$ cat src/design/prng_settings.svh
// Build-time sizes and register offsets of the PRNG, included by every file that needs them
`ifndef PRNG_SETTINGS_SVH
`define PRNG_SETTINGS_SVH

// Lane shape
`define PRNG_LANE_WIDTH 16
`define PRNG_NUM_LANES 4

// Word FIFO and packing
`define PRNG_FIFO_DEPTH 4
`define PRNG_STEPS_PER_WORD 8

// AXI4-Lite bus widths
`define PRNG_AXI_ADDR_WIDTH 8
`define PRNG_AXI_DATA_WIDTH 32

// Register map byte offsets
`define PRNG_REG_CTRL 8'h00
`define PRNG_REG_STATUS 8'h04
`define PRNG_REG_DATA 8'h08
`define PRNG_REG_SEED_BASE 8'h10
`define PRNG_REG_TAPS_BASE 8'h20

`endif

$ cat src/design/prng_pkg.sv
// Shared types of the PRNG design, imported by the modules that use them
`include "prng_settings.svh"

package prng_pkg;

    // One lane state, also used for seeds and tap masks
    typedef logic [`PRNG_LANE_WIDTH-1:0] lane_state_t;

    // AXI4-Lite payload types
    typedef logic [`PRNG_AXI_DATA_WIDTH-1:0] bus_word_t;
    typedef logic [`PRNG_AXI_ADDR_WIDTH-1:0] bus_addr_t;
    typedef logic [1:0] axi_resp_t;

    localparam axi_resp_t resp_okay = 2'b00;
    localparam axi_resp_t resp_slverr = 2'b10;

    // Channel FSM of the register block
    typedef enum logic {st_idle, st_resp} axi_state_t;

endpackage

$ cat src/design/prng_axil_regs.sv
// AXI4-Lite slave with control, seed and tap registers that also pops the word FIFO on DATA reads
`timescale 1ns/1ns
`include "prng_settings.svh"

module prng_axil_regs
    import prng_pkg::*;
(
    input  logic        clk,
    input  logic        rst_n,
    input  bus_addr_t   awaddr,
    input  logic        awvalid,
    output logic        awready,
    input  bus_word_t   wdata,
    input  logic        wvalid,
    output logic        wready,
    output axi_resp_t   bresp,
    output logic        bvalid,
    input  logic        bready,
    input  bus_addr_t   araddr,
    input  logic        arvalid,
    output logic        arready,
    output bus_word_t   rdata,
    output axi_resp_t   rresp,
    output logic        rvalid,
    input  logic        rready,
    output lane_state_t seeds [`PRNG_NUM_LANES],
    output lane_state_t taps [`PRNG_NUM_LANES],
    output logic        run,
    output logic        load,
    output logic        pop,
    input  bus_word_t   fifo_data,
    input  logic [$clog2(`PRNG_FIFO_DEPTH+1)-1:0] fifo_count
);

    axi_state_t wr_state;
    axi_state_t rd_state;
    logic       wr_ok;
    logic       rd_ok;
    bus_word_t  rd_mux;

    // ------------------------------------------------------------------------
    // Write channel
    // ------------------------------------------------------------------------
    // Address and data are taken together in one cycle
    assign awready = (wr_state == st_idle) && awvalid && wvalid;
    assign wready = awready;
    assign bvalid = (wr_state == st_resp);

    // Only CTRL and the per-lane seed and tap words accept writes
    always_comb begin
        wr_ok = (awaddr == `PRNG_REG_CTRL);
        for (int i = 0; i < `PRNG_NUM_LANES; i++) begin
            if (awaddr == bus_addr_t'(`PRNG_REG_SEED_BASE + 4 * i) ||
                awaddr == bus_addr_t'(`PRNG_REG_TAPS_BASE + 4 * i)) begin
                wr_ok = 1'b1;
            end
        end
    end

    always_ff @(posedge clk or negedge rst_n) begin
        if (!rst_n) begin
            wr_state <= st_idle;
        end else if (awready) begin
            wr_state <= st_resp;
        end else if (bvalid && bready) begin
            wr_state <= st_idle;
        end
    end

    always_ff @(posedge clk) begin
        if (awready) begin
            bresp <= wr_ok ? resp_okay : resp_slverr;
        end
    end

    // Register file updates on the write handshake edge
    // Load is a single-cycle pulse in the cycle after the write
    always_ff @(posedge clk or negedge rst_n) begin
        if (!rst_n) begin
            run <= 1'b0;
            load <= 1'b0;
            seeds <= '{default: '0};
            taps <= '{default: '0};
        end else begin
            load <= 1'b0;
            if (awready) begin
                if (awaddr == `PRNG_REG_CTRL) begin
                    run <= wdata[0];
                    load <= wdata[1];
                end
                for (int i = 0; i < `PRNG_NUM_LANES; i++) begin
                    if (awaddr == bus_addr_t'(`PRNG_REG_SEED_BASE + 4 * i))
                        seeds[i] <= wdata[$bits(lane_state_t)-1:0];
                    if (awaddr == bus_addr_t'(`PRNG_REG_TAPS_BASE + 4 * i))
                        taps[i] <= wdata[$bits(lane_state_t)-1:0];
                end
            end
        end
    end

    // ------------------------------------------------------------------------
    // Read channel
    // ------------------------------------------------------------------------
    assign arready = (rd_state == st_idle) && arvalid;
    assign rvalid = (rd_state == st_resp);

    // Empty FIFO reads and unmapped offsets give zero with SLVERR
    always_comb begin
        rd_mux = '0;
        rd_ok = 1'b1;
        case (araddr)
            `PRNG_REG_CTRL:   rd_mux = bus_word_t'(run);
            `PRNG_REG_STATUS: rd_mux = bus_word_t'(fifo_count);
            `PRNG_REG_DATA: begin
                rd_ok = (fifo_count != '0);
                if (rd_ok)
                    rd_mux = fifo_data;
            end
            default: begin
                rd_ok = 1'b0;
                for (int i = 0; i < `PRNG_NUM_LANES; i++) begin
                    if (araddr == bus_addr_t'(`PRNG_REG_SEED_BASE + 4 * i)) begin
                        rd_mux = bus_word_t'(seeds[i]);
                        rd_ok = 1'b1;
                    end
                    if (araddr == bus_addr_t'(`PRNG_REG_TAPS_BASE + 4 * i)) begin
                        rd_mux = bus_word_t'(taps[i]);
                        rd_ok = 1'b1;
                    end
                end
            end
        endcase
    end

    // Head word leaves the FIFO on the same edge it is captured
    assign pop = arready && (araddr == `PRNG_REG_DATA) && (fifo_count != '0);

    always_ff @(posedge clk or negedge rst_n) begin
        if (!rst_n) begin
            rd_state <= st_idle;
        end else if (arready) begin
            rd_state <= st_resp;
        end else if (rvalid && rready) begin
            rd_state <= st_idle;
        end
    end

    always_ff @(posedge clk) begin
        if (arready) begin
            rdata <= rd_mux;
            rresp <= rd_ok ? resp_okay : resp_slverr;
        end
    end

endmodule

$ cat src/design/prng_lane.sv
// One Fibonacci shift register lane with an add-one step, instantiated per lane at the top level
`timescale 1ns/1ns

module prng_lane
    import prng_pkg::*;
(
    input  logic        clk,
    input  logic        rst_n,
    input  logic        step,
    input  logic        load,
    input  lane_state_t seed,
    input  lane_state_t taps,
    output logic        serial
);

    localparam int lane_w = $bits(lane_state_t);

    lane_state_t         state_q;
    lane_state_t         shifted;
    lane_state_t         stepped;
    logic                feedback;
    logic [lane_w:0]     borrow;

    // Parity of the tapped bits enters at the top
    assign feedback = ^(state_q & taps);
    assign shifted = {feedback, state_q[lane_w-1:1]};

    // Subtract all ones through a borrow chain
    // which equals adding one modulo 2^lane_w
    assign borrow[0] = 1'b0;
    for (genvar b = 0; b < lane_w; b++) begin : gen_borrow
        assign stepped[b] = ~(shifted[b] ^ borrow[b]);
        assign borrow[b+1] = ~shifted[b] | borrow[b];
    end

    // Load takes priority over step
    always_ff @(posedge clk or negedge rst_n) begin
        if (!rst_n) begin
            state_q <= '0;
        end else if (load) begin
            state_q <= seed;
        end else if (step) begin
            state_q <= stepped;
        end
    end

    // Bit shifted out by the next step
    assign serial = state_q[0];

endmodule

$ cat src/design/prng_word_packer.sv
// Packs lane serial bits into 32-bit words, queues them in a FIFO and throttles lane stepping
`timescale 1ns/1ns
`include "prng_settings.svh"

module prng_word_packer
    import prng_pkg::*;
(
    input  logic                          clk,
    input  logic                          rst_n,
    input  logic                          run,
    input  logic                          load,
    input  logic [`PRNG_NUM_LANES-1:0]    serials,
    output logic                          step,
    input  logic                          pop,
    output bus_word_t                     fifo_data,
    output logic [$clog2(`PRNG_FIFO_DEPTH+1)-1:0] fifo_count
);

    localparam int idx_w = $clog2(`PRNG_STEPS_PER_WORD);
    localparam int ptr_w = $clog2(`PRNG_FIFO_DEPTH);

    logic [idx_w-1:0] step_idx;
    bus_word_t        gather_q;
    bus_word_t        word_next;
    logic             last_step;
    logic             full;
    logic             push;
    logic [ptr_w-1:0] wr_ptr;
    logic [ptr_w-1:0] rd_ptr;
    bus_word_t        mem [`PRNG_FIFO_DEPTH];

    // ------------------------------------------------------------------------
    // Step control
    // ------------------------------------------------------------------------
    assign last_step = (step_idx == idx_w'(`PRNG_STEPS_PER_WORD - 1));
    assign full = (fifo_count == $bits(fifo_count)'(`PRNG_FIFO_DEPTH));

    // Only the word-completing step has to wait for FIFO space
    assign step = run && !load && (!full || !last_step);
    assign push = step && last_step;

    // Lane i of step k lands in word bit k*lanes+i
    always_comb begin
        word_next = gather_q;
        word_next[step_idx * `PRNG_NUM_LANES +: `PRNG_NUM_LANES] = serials;
    end

    always_ff @(posedge clk or negedge rst_n) begin
        if (!rst_n) begin
            step_idx <= '0;
            gather_q <= '0;
        end else if (load) begin
            step_idx <= '0;
            gather_q <= '0;
        end else if (step) begin
            step_idx <= last_step ? '0 : step_idx + 1'b1;
            gather_q <= last_step ? '0 : word_next;
        end
    end

    // ------------------------------------------------------------------------
    // Word FIFO
    // ------------------------------------------------------------------------
    always_ff @(posedge clk or negedge rst_n) begin
        if (!rst_n) begin
            wr_ptr <= '0;
            rd_ptr <= '0;
            fifo_count <= '0;
        end else if (load) begin
            wr_ptr <= '0;
            rd_ptr <= '0;
            fifo_count <= '0;
        end else begin
            if (push)
                wr_ptr <= wr_ptr + 1'b1;
            if (pop)
                rd_ptr <= rd_ptr + 1'b1;
            // Simultaneous push and pop leave the count unchanged
            if (push && !pop)
                fifo_count <= fifo_count + 1'b1;
            else if (pop && !push)
                fifo_count <= fifo_count - 1'b1;
        end
    end

    always_ff @(posedge clk) begin
        if (push)
            mem[wr_ptr] <= word_next;
    end

    assign fifo_data = mem[rd_ptr];

endmodule

$ cat src/design/prng_top.sv
// Top level of the four-lane PRNG with its AXI4-Lite control port
`timescale 1ns/1ns
`include "prng_settings.svh"

module prng_top
    import prng_pkg::*;
(
    input  logic      clk,
    input  logic      rst_n,
    // AXI4-Lite write address and data
    input  bus_addr_t awaddr,
    input  logic      awvalid,
    output logic      awready,
    input  bus_word_t wdata,
    input  logic      wvalid,
    output logic      wready,
    // Write response
    output axi_resp_t bresp,
    output logic      bvalid,
    input  logic      bready,
    // Read address and data
    input  bus_addr_t araddr,
    input  logic      arvalid,
    output logic      arready,
    output bus_word_t rdata,
    output axi_resp_t rresp,
    output logic      rvalid,
    input  logic      rready
);

    lane_state_t                  seeds [`PRNG_NUM_LANES];
    lane_state_t                  taps [`PRNG_NUM_LANES];
    logic                         run;
    logic                         load;
    logic                         pop;
    logic                         step;
    logic [`PRNG_NUM_LANES-1:0]   serials;
    bus_word_t                    fifo_data;
    logic [$clog2(`PRNG_FIFO_DEPTH+1)-1:0] fifo_count;

    // ------------------------------------------------------------------------
    // Control registers
    // ------------------------------------------------------------------------
    prng_axil_regs u_regs (
        .clk        (clk),
        .rst_n      (rst_n),
        .awaddr     (awaddr),
        .awvalid    (awvalid),
        .awready    (awready),
        .wdata      (wdata),
        .wvalid     (wvalid),
        .wready     (wready),
        .bresp      (bresp),
        .bvalid     (bvalid),
        .bready     (bready),
        .araddr     (araddr),
        .arvalid    (arvalid),
        .arready    (arready),
        .rdata      (rdata),
        .rresp      (rresp),
        .rvalid     (rvalid),
        .rready     (rready),
        .seeds      (seeds),
        .taps       (taps),
        .run        (run),
        .load       (load),
        .pop        (pop),
        .fifo_data  (fifo_data),
        .fifo_count (fifo_count)
    );

    // All lanes share step and load so they advance in lockstep
    for (genvar i = 0; i < `PRNG_NUM_LANES; i++) begin : gen_lane
        prng_lane u_lane (
            .clk    (clk),
            .rst_n  (rst_n),
            .step   (step),
            .load   (load),
            .seed   (seeds[i]),
            .taps   (taps[i]),
            .serial (serials[i])
        );
    end

    // Packer drives step back to the lanes
    prng_word_packer u_packer (
        .clk        (clk),
        .rst_n      (rst_n),
        .run        (run),
        .load       (load),
        .serials    (serials),
        .step       (step),
        .pop        (pop),
        .fifo_data  (fifo_data),
        .fifo_count (fifo_count)
    );

endmodule

$ cat config.mk
export PLATFORM = sky130hd
export DESIGN_NAME = prng_top
export DESIGN_NICKNAME = d
export VERILOG_FILES = /design/src/design/prng_pkg.sv /design/src/design/prng_axil_regs.sv /design/src/design/prng_lane.sv /design/src/design/prng_word_packer.sv /design/src/design/prng_top.sv
export VERILOG_INCLUDE_DIRS = /design/src /design/src/design
export SDC_FILE = /design/constraint.sdc
export NUM_CORES = 1
export LEC_CHECK = 0
export ABC_AREA = 0
export BUFFER_PORTS_ARGS = -buffer_cell sky130_fd_sc_hd__buf_4
export CAP_MARGIN = 10
export CELL_PAD_IN_SITES_DETAIL_PLACEMENT = 1
export CELL_PAD_IN_SITES_GLOBAL_PLACEMENT = 1
export CORE_ASPECT_RATIO = 0.8
export CORE_UTILIZATION = 55
export DETAILED_ROUTE_END_ITERATION = 6
export HOLD_SLACK_MARGIN = 0.02
export PLACE_DENSITY_LB_ADDON = 0.1
export SYNTH_ARGS = -nofsm -noshare
export SYNTH_HDL_FRONTEND = slang
export SYNTH_SLANG_ARGS = --single-unit
export TNS_END_PERCENT = 5
$ cat constraint.sdc
create_clock -name clk -period 7.5 [get_ports clk]
set_input_delay 1.5 -clock clk [delete_from_list [all_inputs] [get_ports clk]]
set_output_delay 1.5 -clock clk [all_outputs]
set_load 0.01 [all_outputs]
== Word-level counts from Yosys, hierarchy flattened ==
Memories as Yosys holds them, arrays and structs flattened.
Cells that the tools add are included.

* Output and inout bits: 41
* Memory bits (writable): 128
* Word-level logic and storage cells: 395
* Bits in registers: 274
* Memories: 1

{| class="wikitable"
|+ Memory list
! name !! words !! width !! read ports !! clocked after Yosys merged registers in !! wr ports !! RTL line !! RTL
|-
| u_packer.mem || 4 || 32 || 1 || 0 || 1 || prng_word_packer.sv:30 || <nowiki>bus_word_t mem [`PRNG_FIFO_DEPTH];</nowiki>
|}

* Add/sub/neg operators: 6
* Reductions and logical operators: 45
* Multiplexer cells: 55
* Bitwise logic cells: 242
* Equal/unequal tests: 20
* Shifts and indexed selects: 2

{| class="wikitable"
|+ Operators by type and width
! kind !! number
|-
| $mux 16 || 16
|-
| $mux 32 || 4
|-
| $not 1->1 || 122
|-
| $pmux 32 s3 || 1
|-
| $and 16x16->16 || 4
|-
| $eq 8x5->1 const B || 8
|-
| $eq 8x6->1 const B || 8
|-
| $reduce_xor 16->1 || 4
|-
| $xor 1x1->1 || 60
|-
| $or 1x1->1 || 56
|-
| $neg 5->34 || 1
|-
| $shift 4x34->32 const A || 1
|-
| $shiftx 4x34->32 || 1
|-
| $bwmux 32 || 1
|-
| $mux 1 || 20
|-
| $mux 3 || 6
|-
| $reduce_and 2->1 || 9
|-
| $logic_not 8->1 || 2
|-
| $logic_and 1x1->1 || 12
|-
| $mux 2 || 6
|-
| $reduce_bool 2->1 || 5
|-
| $eq 8x3->1 const B || 1
|-
| $eq 8x4->1 const B || 1
|-
| $add 3x1->3 const B || 2
|-
| 8 further kinds || 19
|}

== Depth between registers and ports, before layout ==
Gate-level depths: netlist of the first run.

* Depth after elaboration: 19
* Gate-level depth with buffers: 19

== Cells and area by module ==
A second synthesis of the first run with hierarchy kept.

* Cell total of the unflattened synthesis: 1514
* Area, all modules: 19532.5 um^2

{| class="wikitable"
|+ By module, submodules not included
! module !! area each (um^2) !! sequential area each (um^2) !! cells an instance !! instances
|-
| prng_axil_regs || 7915.1 || 4324.1 || 630 || 1
|-
| prng_word_packer || 7113.1 || 4894.7 || 416 || 1
|-
| prng_lane || 1126.1 || 400.4 || 117 || 4
|}

== Least setup slack after synthesis of the first run ==
Ideal clock, no wire load.

* Kind: input port to flip-flop
* Start point: input port arvalid
* End point: register u_packer.fifo_count[2]
* Data arrival time: 4.631 ns
* Stages: 9
* Setup time: 0.133 ns
* Data required time: 7.367 ns
* Buffers on the path: 1
* Path slack: 2.736 ns
* Cell sequence: nor2b_1 and3_1 buf_4 nor2_1 fa_1 or3_1 nand2_1 xnor2_1 nor2_1

* Longest elaborated chain between the ends: 7
* Elaborated cells between the ends (all ways): 9

{| class="wikitable"
|+ Ends and longest elaborated chain
! item !! RTL line !! RTL
|-
| start: declaration || prng_top.sv:23 || <nowiki>input logic arvalid,</nowiki>
|-
| $logic_and 1x1->1 * || prng_axil_regs.sv:104 || <nowiki>assign arready = (rd_state == st_idle) && arvalid;</nowiki>
|-
| $logic_and 1x1->1 * (2 in series) || prng_axil_regs.sv:136 || <nowiki>assign pop = arready && (araddr == `PRNG_REG_DATA) && (fifo_count != '0);</nowiki>
|-
| $logic_not 1->1 || prng_word_packer.sv:79 || <nowiki>if (push && !pop)</nowiki>
|-
| $logic_and 1x1->1 || prng_word_packer.sv:79 ||
|-
| $mux 3 || prng_word_packer.sv:79 ||
|-
| $mux 3 || prng_word_packer.sv:69 || <nowiki>end else if (load) begin</nowiki>
|-
| end signal: assignment || prng_word_packer.sv:80 || <nowiki>fifo_count <= fifo_count + 1'b1;</nowiki>
|-
| end signal: assignment || prng_word_packer.sv:82 || <nowiki>fifo_count <= fifo_count - 1'b1;</nowiki>
|-
| end: declaration || prng_word_packer.sv:16 || <nowiki>output logic [$clog2(`PRNG_FIFO_DEPTH+1)-1:0] fifo_count</nowiki>
|}

Every way passes the cells marked *; elsewhere a longest branch is shown, timed or not.
A chain may end at the register's enable or synchronous reset.

== Worst setup path after layout of the first run ==
* Start point: register gen_lane[1].u_lane.state_q[1]
* End point: register gen_lane[1].u_lane.state_q[15]

* Longest elaborated chain between the ends: 19
* Elaborated cells between the ends (all ways): 21

{| class="wikitable"
|+ Ends and longest elaborated chain
! item !! RTL line !! RTL
|-
| start: declaration || prng_lane.sv:18 || <nowiki>lane_state_t state_q;</nowiki>
|-
| start signal: assignment || prng_lane.sv:43 || <nowiki>state_q <= stepped;</nowiki>
|-
| $not 1->1 || prng_lane.sv:33 || <nowiki>assign borrow[b+1] = ~shifted[b] | borrow[b];</nowiki>
|-
| $or 1x1->1 (14 in series) || prng_lane.sv:33 ||
|-
| $xor 1x1->1 * || prng_lane.sv:32 || <nowiki>assign stepped[b] = ~(shifted[b] ^ borrow[b]);</nowiki>
|-
| $not 1->1 * || prng_lane.sv:32 ||
|-
| $mux 16 * || prng_lane.sv:42 || <nowiki>end else if (step) begin</nowiki>
|-
| $mux 16 * || prng_lane.sv:40 || <nowiki>end else if (load) begin</nowiki>
|}

Every way passes the cells marked *; elsewhere a longest branch is shown, timed or not. The select of a mux whose other input is x is not followed.

==> metrics.txt, run 1 <==
design area=21600 µm²; Pre-Repair DR Iteration Count=7; Crit Path Category=reg2reg; Seq cells post-synth=400; Hold-fix buffers, CTS=0; CP Capture Type=flop; Total Power=0.00473 W; CTS tree=done; die height=170 µm; Max Cap Viol=0; routed wl met3=4.97 mm; clock-pin slew on the worst setup and hold paths=0.07 ns; Clock Skew=0.0152 ns; highest metal used=met5; Slew Viols, Final=0; first-pass GRT wire length=84.0 mm; placed inst area=20300 µm²; share of cells above drive strength 1=0.247; CP required=7.97 ns; status=complete, but fails checks; final critical-path required period=4.26 ns; Seq/Total Area, Yosys=0.558; Startpoint Class=flop; H-tree depth=2; io pins=96; final hold violations=0; top_reg_cell synth=dfrtp_1; Die Wd=212 µm; Placeable Area=34700 µm²; area delta synth->final=11.5%; initial DRC count=1143; total grt overflow=0; routed via count=12800; Post-Syn Area=19400 µm²; clock buffer depth=3; synth warn=0; RSZ-0062 raised after global routing=false; # nets final=1636; post-route DRC violation count=1; vias in the first global route=13200; per-instance average area after synthesis=13.3 µm²; final period utilization=0.568; WP data arrival=4.73 ns; clk_lat worst skew=0.55 ns; std cell rows=61; Setup-failing EPs final=0; hpwl dp=36.8 mm; metal2 WL=24.4 mm; leakage power=9.31 nW; Max Fclk=235 MHz; failing checks=DRC; Hold Slack=0.492 ns; Sink Count=400; Tightest Hold Check Type=reg2reg; GRT Total Usage=0.319; Pwr per Cell Area=219 nW/µm²; CTS resizes=0; Routed WL per cell=27.7 µm; worst rel slew slack=0.182; Post-CTS Setup Bufs=0; total CTS buffers=41; Crit Path Max Fanout=4; async set-reset flop share out of synthesis=0.595; Placer Congestion=0.928; vias per cell=6.34; Die Area=36000 µm²; Initial Utilization=0.558; commonest non-fill, non-tap cell in the layout=dfrtp_1; synthesized instance count=1462; Post-synth EDFFs=162; post-synthesis cell type count=75; # diodes=0; commonest non-fill, non-tap cells in the layout=236 x dfrtp_1, 162 x edfxtp_1, 160 x nand2_1, 122 x mux2_2, 98 x o21ai_0; Routed Antenna Nets=0; Fin Setup TNS=0 ns; Root Driver=clkbuf_16; VDD IR max=0.194 mV; initial antenna violation count=2; total routed wirelength=55.8 mm; M1 WL=25.3 mm; largest net degree at the start of global routing=171; Worst-Margin Slew=1.22 ns; port bufs=77
[metrics by stage]
stage                     cells  utilization  setup slack [ns]
after floorplan            1463            -              2.74
after CTS                  2016        0.622              3.25
final                      2016        0.622              3.24
after detailed placement   1942        0.584              3.04
after global routing       2016        0.622              3.04
after global placement     1942        0.584              3.08
[sequential cells by signal (all words and copies together) (netlist names), 2 cells and up]
register,cells
u_packer.fifo_count,3
u_packer.wr_ptr,2
u_packer.rd_ptr,2
u_packer.step_idx,3
u_packer.mem,128
u_regs.seeds,64
u_regs.taps,64
u_packer.gather_q,32
u_regs.rdata,32
gen_lane.u_lane.state_q,64
[synthesized netlist by cell type (3+ instances only)]
library cell,n,area (µm²)
dfrtp_1,238,5960
edfxtp_1,162,4860
nand2_1,160,601
mux2_2,122,1370
o21ai_0,98,490
ha_1,67,838
mux2i_1,61,611
nor2_1,49,184
clkbuf_1,45,169
xnor2_1,43,377
a32o_1,33,330
mux4_2,32,721
and3_1,30,188
a21oi_1,27,135
inv_1,27,101
buf_2,26,130
mux2_4,23,345
xor2_1,19,166
a22oi_1,16,120
nand3_1,16,80.1
o211ai_1,12,90.1
a21o_1,11,82.6
a221oi_2,9,135
o21ai_1,9,45.0
o22ai_1,9,56.3
mux2_1,8,90.1
a221oi_1,7,61.3
o22ai_2,7,87.6
o2bb2ai_2,7,105
buf_4,6,45.0
buf_6,6,67.6
nand2b_1,6,37.5
nor3_1,5,25.0
nor2_2,4,25.0
o2bb2ai_1,4,35.0
xnor3_1,4,90.1
nor2b_1,3,18.8
nor3_2,3,30.0
or3_1,3,18.8
[worst paths after layout]
kind	startpoint	to	slack [ns]	cells past startpoint
max in group asynchronous	rst_n	u_packer.gather_q[26]$_DFFE_PN0P_	5.16	2
hold / removal	u_packer.gather_q[8]$_DFFE_PN0P_	u_packer.gather_q[8]$_DFFE_PN0P_	0.49	1
hold reg to reg	u_packer.gather_q[8]$_DFFE_PN0P_	u_packer.gather_q[8]$_DFFE_PN0P_	0.49	1
setup / recovery	gen_lane[1].u_lane.state_q[1]$_DFFE_PN0P_	gen_lane[1].u_lane.state_q[15]$_DFFE_PN0P_	3.24	19
setup reg to reg	gen_lane[1].u_lane.state_q[1]$_DFFE_PN0P_	gen_lane[1].u_lane.state_q[15]$_DFFE_PN0P_	3.24	19
min in group asynchronous	rst_n	u_regs.rvalid$_DFFE_PN0P_	0.91	1
[logic make-up after synthesis]
group | count (synthesis) | share of synthesized area
buf+inv | 115 | 0.0283
other cells | 1 | 0.000193
xor+xnor | 66 | 0.0327
compound gates | 266 | 0.0991
mux | 246 | 0.162
fa+ha+maj | 68 | 0.0443
flops | 400 | 0.558
simple gates | 300 | 0.0753
[layer usage]
metal	up-vias	track usage
met1	6711	0.483
met2	474	0.459
met4	2	0.0756
li1	5524	-
met3	73	0.0779
met5	-	0.0248
[critical path, stage by stage (launching register included)]
cell and delay [ns]:
dfrtp_1 0.47, ha_1 0.25, ha_1 0.18, ha_1 0.19, ha_1 0.20, ha_1 0.30, ha_1 0.24, ha_1 0.18
ha_1 0.18, ha_1 0.18, ha_1 0.27, ha_1 0.22, ha_1 0.18, ha_1 0.18, ha_1 0.19, xor2_1 0.17
xnor2_1 0.18, xnor2_1 0.14, mux2i_1 0.10, a21oi_1 0.18
[cell type report]
| cell class | instances | area, µm² |
|---|---|---|
| well taps | 472 | 591 |
| clock buffers | 61 | 1190 |
| flip-flops and latches | 400 | 10800 |
| fillers | 3368 | 13100 |
| repair buffers | 93 | 718 |
| clock inverters | 13 | 123 |
| multi-input cells | 948 | 8050 |
| inverters | 29 | 109 |
[report_power, final]
part / switching (W) / internal [W] / total, W / leakage, nW
sequential: 0.0000663 / 0.00232 / 0.00239 / 4.92
clock: 0.000860 / 0.00117 / 0.00203 / 0.647
combinational: 0.000206 / 0.000110 / 0.000317 / 3.75
No activity file was read; power rests on OpenSTA's default activity.
==> run 2: changes to the inputs <==
--- a/config.mk
+++ b/config.mk
@@ -6,13 +6,13 @@
 export SDC_FILE = /design/constraint.sdc
 export NUM_CORES = 1
 export LEC_CHECK = 0
-export ABC_AREA = 0
+export ABC_AREA = 1
 export BUFFER_PORTS_ARGS = -buffer_cell sky130_fd_sc_hd__buf_4
 export CAP_MARGIN = 10
 export CELL_PAD_IN_SITES_DETAIL_PLACEMENT = 1
 export CELL_PAD_IN_SITES_GLOBAL_PLACEMENT = 1
 export CORE_ASPECT_RATIO = 0.8
-export CORE_UTILIZATION = 55
+export CORE_UTILIZATION = 47
 export DETAILED_ROUTE_END_ITERATION = 6
 export HOLD_SLACK_MARGIN = 0.02
 export PLACE_DENSITY_LB_ADDON = 0.1
==> constraint.sdc (replaced) <==
create_clock -name clk -period 4.2 [get_ports clk]
set_input_delay 0.84 -clock clk [delete_from_list [all_inputs] [get_ports clk]]
set_output_delay 0.84 -clock clk [all_outputs]
set_load 0.01 [all_outputs]
==> run 2 against run 1 <==
- die area grew 18%
- utilization shrank 8.2 points
- largest power group unchanged
- sequential power grew 95%
- the flow now finishes without violations
- worst hold slack lost 0.26 ns
- critical path depth grew 5
- critical path type unchanged
- via count grew 25%
- setup slack lost 2.9 ns
- critical endpoint unchanged
- wire length grew 6.4%
- non-clock buffer count grew 12
- clock-buffer cell count grew 4
- global-route usage shrank 3.2 points
==> metrics.txt, run 2 <==
Hold-fix buffers, CTS=0 (unchanged); Seq cells post-synth=400 (unchanged); final hold violations=0 (unchanged); Power Internal=0.00719 W (+100%); CP max-delay cell=dfrtp_1; top_reg_cell synth=dfrtp_1; initial DRC count=1289 (+13%); post-synthesis cell type count=38 (-49%); Placer Congestion=0.864 (-6.9%); Routed Antenna Nets=0 (unchanged); Max Cap Viol=0 (unchanged); die height=184 µm (+8.4%); largest net degree at the start of global routing=97 (-43%); vias per cell=5.51 (-13%); hpwl dp=40.8 mm (+11%); Layout fillers=4806 (+43%); Synth top area share=0.305 (-0.00187); Tightest Hold Check Type=in2async; share of power burned in the clock network=0.408 (-0.021); sequential share of power=0.477 (-0.027); net switching power=0.00261 W (+130%); most flop-heavy register=u_packer.mem; max reg flops=128 (unchanged); std cell rows=66 (+8.2%); clock buffer depth=3 (unchanged); first-pass GRT wire length=93.0 mm (+11%); # nets final=2453 (+50%); CP Capture Type=flop; Max Fclk=256 MHz (+9.0%); port bufs=77 (unchanged); Gate power share=0.115 (+0.048); Routed WL per cell=20.4 µm (-26%); Crit Path Category=reg2reg; CP required=4.66 ns (-3.31 ns); per-instance average area after synthesis=8.59 µm² (-35%); top cell type by total area after synthesis=dfrtp_1; Pre-Repair DR Iteration Count=5 (-2); Layout Cells excl Fill=2909 (+44%); Crit Path Max Fanout=4 (unchanged); count leader, synth=nand2_1; Sw Share=0.266 (+0.0269); GRT Total Usage=0.287 (-0.0320); Startpoint Class=flop; Die Area=42300 µm² (+18%); final critical-path required period=3.91 ns (-0.351 ns); total routed wirelength=59.4 mm (+6.4%); cell mode on critical path=ha_1; async set-reset flop share out of synthesis=0.595 (unchanged); io pins=96 (unchanged); vias in the first global route=16500 (+25%); share of cells above drive strength 1=0.0858 (-0.162); Post-synth EDFFs=162 (unchanged); area delta synth->final=13.0%; Die Wd=230 µm (+8.4%); Pwr per Cell Area=445 nW/µm² (+100%); post-route DRC violation count=0 (-1); synthesized instance count=2271 (+55%); leakage power=10.6 nW (+14%); initial antenna violation count=0 (-2); commonest non-fill, non-tap cell in the layout=nand2_1; Buf/Inv on CP=1 (+1); routed via count=16000 (+25%); Hold Slack=0.235 ns (-0.257 ns); Post-Syn Area=19500 µm² (+0.61%); synth top area cells=dfrtp_1 31%, edfxtp_1 25%, nand2_1 15%, o21ai_0 6.2%, ha_1 4.3%; Clock Skew=0.0190 ns (+0.00382 ns); # diodes=0 (unchanged); Worst-Margin Slew=1.20 ns (-0.0236 ns); status=complete, no violations; final period utilization=0.930 (+0.363); Cell Chain, Critical Path=ha_1, ha_1, ha_1, ha_1, ha_1, ha_1, ha_1, ha_1, ha_1, ha_1, ha_1, ha_1, ha_1, ha_1, inv_1, nand3_1, nand2_1, nand2_1, nand3_1, nand2_1, nand2_1, nand3_1, nand2_1, nand2_1; synth warn=0 (unchanged); CTS tree=done; commonest non-fill, non-tap cells in the layout=761 x nand2_1, 240 x o21ai_0, 236 x dfrtp_1, 217 x inv_1, 193 x nor2_1; VDD IR max=0.325 mV (+68%); RSZ-0062 raised after global routing=true; clk_lat worst skew=0.58 ns (+0.03 ns); WP data arrival=4.37 ns (-0.36 ns); Root Driver=clkbuf_16; Total Power=0.00980 W (+110%); total grt overflow=0 (unchanged); Seq/Total Area, Yosys=0.555 (-0.00340); Slew Viols, Final=0 (unchanged); delay-heaviest family, CP=adder cells; placed instance count=2827 (+46%); Initial Utilization=0.478 (-0.0801); synth cell count leaders=761 x nand2_1, 240 x o21ai_0, 238 x dfrtp_1; Setup-failing EPs final=0 (unchanged); Placeable Area=40800 µm² (+17%); total CTS buffers=43 (+4.9%); worst rel slew slack=0.197 (+0.0147); Sink Count=400 (unchanged); CP peak stage delay=0.42 ns (-0.05 ns); H-tree depth=2 (unchanged); clock-pin slew on the worst setup and hold paths=0.06 ns (about the same)
[run 2: path summary, 6_finish.rpt]
check | cells after the start | startpoint | slack [ns] | endpoint
max in group asynchronous | 2 | rst_n | 2.95 | u_regs.taps[57]$_DFFE_PN0P_
min reg2reg | 2 | u_packer.gather_q[17]$_DFFE_PN0P_ | 0.49 | u_packer.gather_q[17]$_DFFE_PN0P_
min | 1 | rst_n | 0.24 | u_regs.rvalid$_DFFE_PN0P_
max reg2reg | 24 | gen_lane[1].u_lane.state_q[1]$_DFFE_PN0P_ | 0.29 | gen_lane[1].u_lane.state_q[15]$_DFFE_PN0P_
max | 24 | gen_lane[1].u_lane.state_q[1]$_DFFE_PN0P_ | 0.29 | gen_lane[1].u_lane.state_q[15]$_DFFE_PN0P_
min in group clk | 2 | bready | 0.45 | u_regs.bvalid$_DFFE_PN0P_
[run 2: layout make-up]
| type | count | area (µm²) | share of cell area |
|---|---|---|---|
| clock buffer | 65 | 1290 | 0.0586 |
| clock inverter | 15 | 193 | 0.00874 |
| inverter | 225 | 847 | 0.0384 |
| tap | 544 | 681 | 0.0309 |
| timing repair buffer | 105 | 808 | 0.0367 |
| multi-input combinational | 1555 | 7400 | 0.336 |
| sequential | 400 | 10800 | 0.491 |
[run 2: worst register-to-register path: cells and delay by family, from the launching register on]
kind,cells,cell delay [ns]
AND/OR/NAND/NOR,9,0.70
flip-flops,1,0.42
adder cells (fa/ha/maj),14,2.64
buffers and inverters,1,0.06
[run 2: cells by family (layout without fill, tap and decap cells)]
kind of cell	count (synthesis)	count (layout)	synth area share
compound gates	402	402	0.113
xor+xnor	4	4	0.00180
fa+ha+maj	68	68	0.0440
buf+inv	317	410	0.0666
flops	400	400	0.555
other cells	1	2	0.000192
simple gates	1079	1079	0.219
[run 2: power by group through the flow]
stage	registers (W)	clock network (W)	logic, W
2_1_floorplan	0.00467	0	0.000712
3_3_place_gp	0.00473	0	0.00104
3_5_place_dp	0.00475	0	0.00110
4_1_cts	0.00467	0.00406	0.00112
5_1_grt	0.00471	0.00420	0.00129
6_report	0.00467	0.00400	0.00113
[run 2: metal layers]
layer	global-route usage	vias to the layer above	routed length, µm
met3	0.0394	81	2880
met2	0.447	335	26400
li1	-	7555	-
met1	0.416	8065	28500
met5	0	-	0
met4	0.0898	0	1600
[run 2: through the flow]
step / setup TNS [ns] / utilization / cell area [µm²] / setup slack, ns
floorplan: 0 / - / 19500 / 0.695
global placement: 0 / 0.504 / 20500 / 0.399
detailed placement: 0 / 0.504 / 20500 / 0.299
CTS: 0 / 0.540 / 22000 / 0.242
global route: -0.00153 / 0.540 / 22000 / -0.00153
finish: 0 / 0.540 / 22000 / 0.292
[run 2: what timing repair did]
action,in CTS,in global routing
setup buffers,0,2
endpoints found under the hold margin,0,0
gates resized for setup,0,0
endpoints found under the setup margin,0,2
